File: src/hw/busPkg.sv
package busPkg;

    // Which source drives the shared bus in the current cycle
    // srcReg covers all sixteen general registers; the one-hot regOut
    // vector says which of them
    typedef enum logic [4:0] {
        srcNone   = 5'd0,   // Bus reads zero
        srcReg    = 5'd1,
        srcHi     = 5'd2,
        srcLo     = 5'd3,
        srcZHigh  = 5'd4,
        srcZLow   = 5'd5,
        srcPc     = 5'd6,
        srcMdr    = 5'd7,
        srcInPort = 5'd8
    } busSrc_t;

endpackage

File: src/hw/datapathPkg.sv
package datapathPkg;

    localparam int wordWidth = 32;  // Bus and register width
    localparam int numRegs   = 16;  // General registers R0 to R15

    typedef logic [wordWidth-1:0]   word_t;
    typedef logic [2*wordWidth-1:0] dword_t;  // Full Z, product width

    // ALU operations, encoded as the control unit issues them
    typedef enum logic [3:0] {
        opAdd  = 4'd0,
        opSub  = 4'd1,
        opAnd  = 4'd2,
        opOr   = 4'd3,
        opShr  = 4'd4,   // Logical right
        opShra = 4'd5,   // Arithmetic right
        opShl  = 4'd6,
        opRor  = 4'd7,
        opRol  = 4'd8,
        opMul  = 4'd9,   // Signed, 64-bit product
        opNeg  = 4'd10,
        opNot  = 4'd11
    } aluOp_t;

endpackage
File: src/hw/datapath.sv
module datapath
    import datapathPkg::*;
    import busPkg::*;
(
    input  logic               Clock,
    input  logic               reset,
    input  logic [numRegs-1:0] regOut,
    input  logic [numRegs-1:0] regIn,
    input  logic               hiOut,
    input  logic               hiIn,
    input  logic               loOut,
    input  logic               loIn,
    input  logic               pcOut,
    input  logic               pcIn,
    input  logic               incPc,
    input  logic               zHighOut,
    input  logic               zLowOut,
    input  logic               zIn,
    input  logic               mdrOut,
    input  logic               mdrIn,
    input  logic               read,      // MDR source select, memory when high
    input  logic               marIn,
    input  logic               irIn,
    input  logic               yIn,
    input  logic               inPortOut,
    input  aluOp_t             aluOp,
    input  word_t              mDataIn,
    input  word_t              inPortData,
    output word_t              busData,
    output word_t              marValue,
    output word_t              irValue
);

    word_t   pc;
    word_t   y;
    dword_t  z;
    word_t   mdr;
    word_t   hi;
    word_t   lo;
    word_t   regData;
    dword_t  aluResult;
    busSrc_t busSrc;

    registerFile u_registerFile (
        .Clock   (Clock),
        .reset   (reset),
        .regIn   (regIn),
        .regOut  (regOut),
        .busIn   (busData),
        .regData (regData)
    );

    alu u_alu (
        .opA    (y),
        .opB    (busData),
        .aluOp  (aluOp),
        .incPc  (incPc),
        .result (aluResult)
    );

    busEncoder u_busEncoder (
        .Clock      (Clock),
        .reset      (reset),
        .regOut     (regOut),
        .regData    (regData),
        .hiOut      (hiOut),
        .loOut      (loOut),
        .zHighOut   (zHighOut),
        .zLowOut    (zLowOut),
        .pcOut      (pcOut),
        .mdrOut     (mdrOut),
        .inPortOut  (inPortOut),
        .hiValue    (hi),
        .loValue    (lo),
        .zValue     (z),
        .pcValue    (pc),
        .mdrValue   (mdr),
        .inPortData (inPortData),
        .busData    (busData),
        .busSrc     (busSrc)
    );

    // Special registers, each loads on its own in strobe
    always_ff @(posedge Clock) begin
        if (reset) begin
            pc       <= '0;
            irValue  <= '0;
            y        <= '0;
            z        <= '0;
            marValue <= '0;
            mdr      <= '0;
            hi       <= '0;
            lo       <= '0;
        end else begin
            if (pcIn)  pc       <= busData;
            if (irIn)  irValue  <= busData;
            if (yIn)   y        <= busData;
            if (zIn)   z        <= aluResult;  // Y op bus
            if (marIn) marValue <= busData;
            if (hiIn)  hi       <= busData;
            if (loIn)  lo       <= busData;
            if (mdrIn) begin
                mdr <= read ? mDataIn : busData;
            end
        end
    end

    readWithMdrIn: assert property (
        @(posedge Clock) disable iff (reset)
        read |-> mdrIn
    ) else $error("datapath: read without mdrIn");

    // PC increment only makes sense with PC on the bus
    incPcFromPc: assert property (
        @(posedge Clock) disable iff (reset)
        (zIn && incPc) |-> (busSrc == srcPc)
    ) else $error("datapath: incPc with a source other than PC");

endmodule

File: src/hw/busEncoder.sv
module busEncoder
    import datapathPkg::*;
    import busPkg::*;
(
    input  logic               Clock,
    input  logic               reset,
    input  logic [numRegs-1:0] regOut,
    input  word_t              regData,
    input  logic               hiOut,
    input  logic               loOut,
    input  logic               zHighOut,
    input  logic               zLowOut,
    input  logic               pcOut,
    input  logic               mdrOut,
    input  logic               inPortOut,
    input  word_t              hiValue,
    input  word_t              loValue,
    input  dword_t             zValue,
    input  word_t              pcValue,
    input  word_t              mdrValue,
    input  word_t              inPortData,
    output word_t              busData,
    output busSrc_t            busSrc
);

    logic [numRegs+6:0] strobes;  // Every out strobe, for the legality check

    assign strobes = {regOut, hiOut, loOut, zHighOut, zLowOut, pcOut, mdrOut, inPortOut};

    always_comb begin
        if (|regOut)        busSrc = srcReg;
        else if (hiOut)     busSrc = srcHi;
        else if (loOut)     busSrc = srcLo;
        else if (zHighOut)  busSrc = srcZHigh;
        else if (zLowOut)   busSrc = srcZLow;
        else if (pcOut)     busSrc = srcPc;
        else if (mdrOut)    busSrc = srcMdr;
        else if (inPortOut) busSrc = srcInPort;
        else                busSrc = srcNone;
    end

    always_comb begin
        case (busSrc)
            srcReg:    busData = regData;
            srcHi:     busData = hiValue;
            srcLo:     busData = loValue;
            srcZHigh:  busData = zValue[2*wordWidth-1:wordWidth];
            srcZLow:   busData = zValue[wordWidth-1:0];
            srcPc:     busData = pcValue;
            srcMdr:    busData = mdrValue;
            srcInPort: busData = inPortData;
            default:   busData = '0;  // Idle bus
        endcase
    end

    singleBusDriver: assert property (
        @(posedge Clock) disable iff (reset)
        $onehot0(strobes)
    ) else $error("busEncoder: more than one source driving the bus");

endmodule

File: src/hw/alu.sv
module alu
    import datapathPkg::*;
(
    input  word_t  opA,     // Y register
    input  word_t  opB,     // Bus
    input  aluOp_t aluOp,
    input  logic   incPc,
    output dword_t result
);

    logic [4:0] shamt;
    word_t      low;                           // Result of the 32-bit operations
    dword_t     rorWide;
    dword_t     rolWide;
    logic signed [2*wordWidth-1:0] product;

    assign shamt = opB[4:0];  // Shift amount is taken modulo 32

    // Rotates shift a doubled copy of opA and keep one half
    assign rorWide = {opA, opA} >> shamt;
    assign rolWide = {opA, opA} << shamt;

    // Both operands sign-extend to 64 bits before the multiply
    assign product = $signed(opA) * $signed(opB);

    always_comb begin
        case (aluOp)
            opAdd:   low = opA + opB;
            opSub:   low = opA - opB;
            opAnd:   low = opA & opB;
            opOr:    low = opA | opB;
            opShr:   low = opA >> shamt;
            opShra:  low = word_t'($signed(opA) >>> shamt);
            opShl:   low = opA << shamt;
            opRor:   low = rorWide[wordWidth-1:0];
            opRol:   low = rolWide[2*wordWidth-1:wordWidth];
            opNeg:   low = -opB;
            opNot:   low = ~opB;
            default: low = '0;  // opMul and unused codes
        endcase
    end

    always_comb begin
        if (incPc) begin
            // PC increment during fetch wins over whatever aluOp holds
            result = {{wordWidth{1'b0}}, word_t'(opB + 1'b1)};
        end else if (aluOp == opMul) begin
            result = dword_t'(product);
        end else begin
            result = {{wordWidth{1'b0}}, low};  // Z high cleared
        end
    end

endmodule

File: src/hw/registerFile.sv
module registerFile
    import datapathPkg::*;
(
    input  logic               Clock,
    input  logic               reset,
    input  logic [numRegs-1:0] regIn,   // One load strobe per register
    input  logic [numRegs-1:0] regOut,  // One-hot read select
    input  word_t              busIn,
    output word_t              regData
);

    word_t regs [numRegs];

    // Several registers may load the same bus value in one cycle
    always_ff @(posedge Clock) begin
        if (reset) begin
            for (int i = 0; i < numRegs; i++) begin
                regs[i] <= '0;
            end
        end else begin
            for (int i = 0; i < numRegs; i++) begin
                if (regIn[i]) begin
                    regs[i] <= busIn;
                end
            end
        end
    end

    // AND-OR read mux, valid only while regOut is one-hot or zero
    always_comb begin
        regData = '0;
        for (int i = 0; i < numRegs; i++) begin
            if (regOut[i]) begin
                regData = regData | regs[i];
            end
        end
    end

    regOutOneHot: assert property (
        @(posedge Clock) disable iff (reset)
        $onehot0(regOut)
    ) else $error("registerFile: more than one register selected for read");

endmodule

File: config.mk
export PLATFORM = sky130hd
export DESIGN_NAME = datapath
export DESIGN_NICKNAME = d
export VERILOG_FILES = /design/src/hw/busPkg.sv /design/src/hw/datapathPkg.sv /design/src/hw/datapath.sv /design/src/hw/busEncoder.sv /design/src/hw/alu.sv /design/src/hw/registerFile.sv
export SDC_FILE = /design/constraint.sdc
export NUM_CORES = 2
export LEC_CHECK = 0
export ABC_AREA = 0
export BUFFER_PORTS_ARGS = -buffer_cell sky130_fd_sc_hd__buf_2
export CORE_UTILIZATION = 35
export DETAILED_ROUTE_END_ITERATION = 8
export PLACE_DENSITY = 0.56
export RECOVER_POWER = 25
export SYNTH_ARGS = -nofsm -noshare
export SYNTH_HDL_FRONTEND = slang
export SYNTH_HIERARCHICAL = 1
export SYNTH_SLANG_ARGS = --single-unit
File: constraint.sdc
create_clock -name Clock -period 18.8 [get_ports Clock]
set_input_delay 4.7 -clock Clock [delete_from_list [all_inputs] [get_ports Clock]]
set_output_delay 4.7 -clock Clock [all_outputs]
set_load 0.01 [all_outputs]
* After elaboration in Yosys (flattened, before gate mapping)
Memory sizes are Yosys's and may differ from the RTL's. Cells that the tools add are included.
Cells by class: $add $sub $neg 4, multipliers 1, equality and inequality tests 19, shifts and indexed selects 5, muxes and demuxes 95, bitwise logic cells 34, reductions and logical operators 2
Operators with widths (count):
- $mux W32 | 33
- $or A32 B32 Y32 | 16
- $pmux W32 S11 | 1
- $pmux W32 S8 | 1
- $mux W64 | 2
- $mul A32 B32 Y64 | 1
- $shl A64 B5 Y64 | 1
- $shr A64 B5 Y32 | 1
- $mux W1 | 50
- $mux W5 | 7
- $add A32 B1 Y32 const B | 1
- $add A32 B32 Y32 | 1
- $and A32 B32 Y32 | 1
- $neg A32 Y32 | 1
- $not A32 Y32 | 1
- $shl A32 B5 Y32 | 1
- $shr A32 B5 Y32 | 1
- $sshr A32 B5 Y32 | 1
- $sub A32 B32 Y32 | 1
- $eq A5 B3 Y1 const B | 4
- $eq A4 B3 Y1 const B | 4
- $eq A4 B4 Y1 const B | 4
- $or A1 B1 Y1 | 16
- $reduce_or A16 Y1 | 1
- other kinds (7) | 9
Word-level totals: flip-flop bits (word level) 288, RAM bits 512, output and inout bits 96, word-level logic and storage cells 169, memories kept 1
Memory list:
- u_registerFile.regs | words 16, width 32, rd ports 16, clocked after memory_dff 0, wr ports 16, line registerFile.sv:12 | word_t regs [numRegs];

* Longest topological paths before layout
An unclocked memory read counts as a cell.
depth in word-level cells 37, depth in mapped cells 39

* Hierarchy
The synthesis kept the hierarchy.
By module, submodules not included:
- alu | instances 1, cells an instance 5426, area an instance 45253.4 µm², sequential area each 0.0 µm²
- registerFile | instances 1, cells an instance 1283, area an instance 20766.2 µm², sequential area each 15374.7 µm²
- datapath | instances 1, cells an instance 970, area an instance 10465.0 µm², sequential area each 5765.5 µm²
- busEncoder | instances 1, cells an instance 358, area an instance 2638.8 µm², sequential area each 0.0 µm²

* Worst setup path before layout
Ideal clock, no wire load.
path kind input to register, from input hiOut, to register z[62], data arrival time 14730 ps, required time 18683 ps, setup slack 3953 ps, stages on the path 37, buffers on the path 8, cell sequence buf_6 -> or4_1 -> clkbuf_1 -> or3_1 -> buf_2 -> buf_6 -> o211ai_2 -> clkbuf_1 -> clkbuf_1 -> buf_1 -> nand2_1 -> inv_1 -> fa_1 -> fa_1 -> fa_1 -> fa_1 -> inv_1 -> fa_1 -> inv_1 -> fa_1 -> inv_1 -> fa_1 -> inv_1 -> fa_1 -> ha_1 -> clkbuf_1 -> nand3_1 -> nor2_1 -> and4_1 -> inv_1 -> o221a_2 -> a41o_1 -> o21a_1 -> o311ai_1 -> o41ai_1 -> mux2i_1 -> nor2_1
On the way: cells in the longest elaborated chain, start to end 7
RTL lines:
- start: declaration | line datapath.sv:9 | input logic hiOut,
- $mux W5 * | line busEncoder.sv:32 | else if (hiOut) busSrc = srcHi;
- $mux W5 * | line busEncoder.sv:31 | if (|regOut) busSrc = srcReg;
- $eq A5 B4 Y1, or another cell as far along | line busEncoder.sv:43 | case (busSrc)
- $pmux W32 S8 * | line busEncoder.sv:43
- net busData[3] | line datapath.sv:29 | output word_t busData,
- $mul A32 B32 Y64 * | line alu.sv:24 | assign product = $signed(opA) * $signed(opB);
- $mux W64 * | line alu.sv:47 | end else if (aluOp == opMul) begin
- $mux W64 * | line alu.sv:44 | if (incPc) begin
- net aluResult[62] | line datapath.sv:41 | dword_t aluResult;
- end signal: assignment | line datapath.sv:98 | if (zIn) z <= aluResult;
- end: declaration | line datapath.sv:36 | dword_t z;
Mark *: on every way through the listed nets, which the timed path passes. The rest lies on a longest branch. A chain may end at the register's enable or synchronous reset.

* Worst setup path after layout
from input regOut[0], to register z[60]
On the way: cells in the longest elaborated chain, start to end 35
RTL lines:
- start: declaration | line datapath.sv:7 | input logic [numRegs-1:0] regOut,
- $mux W32 | line registerFile.sv:33 | if (regOut[i]) begin
- $or A32 B32 Y32 | line registerFile.sv:34 | regData = regData | regs[i];
- $mux W32 | line registerFile.sv:33
- $or A32 B32 Y32 | line registerFile.sv:34
- $mux W32 | line registerFile.sv:33
- $or A32 B32 Y32 | line registerFile.sv:34
- $mux W32 | line registerFile.sv:33
- $or A32 B32 Y32 | line registerFile.sv:34
- [... 20 more ...]
- $mux W32 | line registerFile.sv:33
- $or A32 B32 Y32 | line registerFile.sv:34
- $mux W32 | line registerFile.sv:33
- $pmux W32 S8 * | line busEncoder.sv:43
- $mul A32 B32 Y64 * | line alu.sv:24
- $mux W64 * | line alu.sv:47
- $mux W64 * | line alu.sv:44
- net aluResult[60] | line datapath.sv:41
Marked as above.

==> results_dict.tcl <==
set metrics [dict create \
    status "complete, but fails checks" \
    violations "max-capacitance violations, max-slew violations" \
    critical-path-max-stage-delay_ns 0.94 \
    crit_type "in -> reg" \
    core_mm2 0.225 \
    clk_pin_slew_ns 0.06 \
    layout_min_cycle_time_ns 16.51 \
    antenna_found_initial 35 \
    grt_pass1_vias 64300 \
    gp_congestion 1.02 \
    endpoint "z[60]" \
    maxCapViolCount 12 \
    skew_ns 0.0533 \
    final_cell_mix "nor2_1 (1116), fa_1 (1084), inv_1 (1066)" \
    post-route-period-util 0.878 \
    worst_path_most_repeated_cell "fa_1" \
    root_buffer "clkbuf_16" \
    synth_warnings 6 \
    cts_num_sinks 800 \
    layout_commonest_cell "nor2_1" \
    grt_max_degree 104 \
    startpoint_type "input pin" \
    insertion_delay_ns 0.73 \
    vias 63200 \
    clock_path_buffers 3 \
    h-tree-depth 3 \
    relSlewSlack -2.85 \
    r2r-start "u_registerFile/regs[0][39]" \
    crit_start "regOut[0]" \
    drive_gt1_frac 0.0857 \
    crit_family "adder cells" \
    synth_nets 9516 \
    r2r_slack_ns 7.34 \
    drv_slew 375 \
    first_pass_iters 8 \
    chipWidth_um 477 \
    start_util 0.352 \
    grt_first_pass_wirelength_um 470000 \
    rows 174 \
    synth.cell_area_mm2 0.0791 \
    setup_viol_count_final 0 \
    grt-ovfl-total 0 \
    path_buf_inv 8 \
    fmax_ghz 0.0606 \
    route.detailed.wl_per_inst_um 29.8 \
    route.detailed.drc 0 \
    dieArea_mm2 0.228 \
    syn-instance-count 8031 \
    die_height_um 477 \
    crit_path_end_kind "flop" \
    avgSynthCellArea_um2 9.85 \
    viasPerCell 5.72 \
    rsz0062_at_grt "no" \
    rr_worst_depth 33 \
    whs_path_depth 2 \
    cts.repair.resized 0 \
    cts_setup_buffers 0 \
    tightest_slew_ns 5.78 \
    worstSetupPathDepth 32 \
    crit_slowest_cell "clkinv_1" \
    min_path_type "reg -> reg" \
    worstPathRequired_ns 19.35 \
    crit_fanout 18 \
    synthToLayoutAreaGrowth_pct 8.63 \
    portBuffers 214 \
    drtIter0Drc 7562 \
    cp_data_arrival_time_ns 17.06 \
    cts_tree "done" \
    cts_buffers 86 \
    dp_hpwl_um 241000 \
    grt.total_usage 0.285 \
    fin_nets 9451 \
    r2r-end "z[60]" \
    fin_tns_setup_ns 0 \
    holdBufCountCts 0 \
    ant_nets 0 \
    pin_count 215 \
    finalHoldViolations 0 \
    routed_wl_um 329000 \
]
## metal layers
layer / part of all wire / routed length [um] / vias to the layer above / GRT usage
li1: - / - / 26400 / -
met1: 0.40 / 132000 / 32600 / 0.374
met2: 0.44 / 146000 / 3470 / 0.439
met3: 0.096 / 31600 / 729 / 0.0649
met4: 0.058 / 18900 / 34 / 0.150
met5: 0.00064 / 211 / - / 0
## per-stage QoR
step | setup slack [ns] | utilization | cell area (um2) | hold WS, ns | std cells
after floorplan | 3.95 | - | 79100 | 0.452 | 8031
after global placement | 1.85 | 0.370 | 83100 | 0.470 | 10900
after detailed placement | 1.86 | 0.370 | 83100 | 0.477 | 10900
after CTS | 2.55 | 0.383 | 86000 | 0.489 | 11000
after global routing | 1.78 | 0.382 | 85900 | 0.503 | 11000
final | 2.29 | 0.382 | 85900 | 0.489 | 11000
## worst min path at each step
stage / from / endpoint / slack, ns
after CTS: mdr[28] / mdr[28] / 0.49
after global placement: irValue[27] / irValue[27] / 0.47
after floorplan: z[32] / z[32] / 0.45
after global routing: mdr[25] / mdr[25] / 0.50
final: mdr[10] / mdr[10] / 0.49
after detailed placement: marValue[18] / marValue[18] / 0.48
## final cells by class
| type | instances | area (um2) |
|---|---|---|
| fillers | 22300 | 139000 |
| multi-input cells | 5560 | 51500 |
| flip-flops and latches | 800 | 21100 |
| inverters | 1100 | 4130 |
| well taps | 2992 | 3740 |
| repair buffers | 418 | 2540 |
| clock buffers | 115 | 2330 |
| clock inverters | 45 | 514 |
| diodes | 7 | 17.5 |
## worst reg2reg max path: cells and delay by family, from the launching register on
kind | cells | cell delay [ns]
XOR/XNOR | 1 | 0.16
AND/OR/NAND/NOR | 7 | 1.30
adder cells (fa/ha/maj) | 9 | 4.82
AO/OA/AOI/OAI | 6 | 2.09
buffers and inverters | 8 | 2.13
multiplexers | 2 | 0.45
flip-flops | 1 | 0.37
## state kept, by name, indices dropped and copies added (netlist names)
signal	cells
irValue	32
y	32
pc	32
z	64
hi	32
u_registerFile/regs	512
lo	32
mdr	32
marValue	32
Power is not shown: default switching activity piles up to over one toggle a cycle in this logic, so the estimate is an artifact.
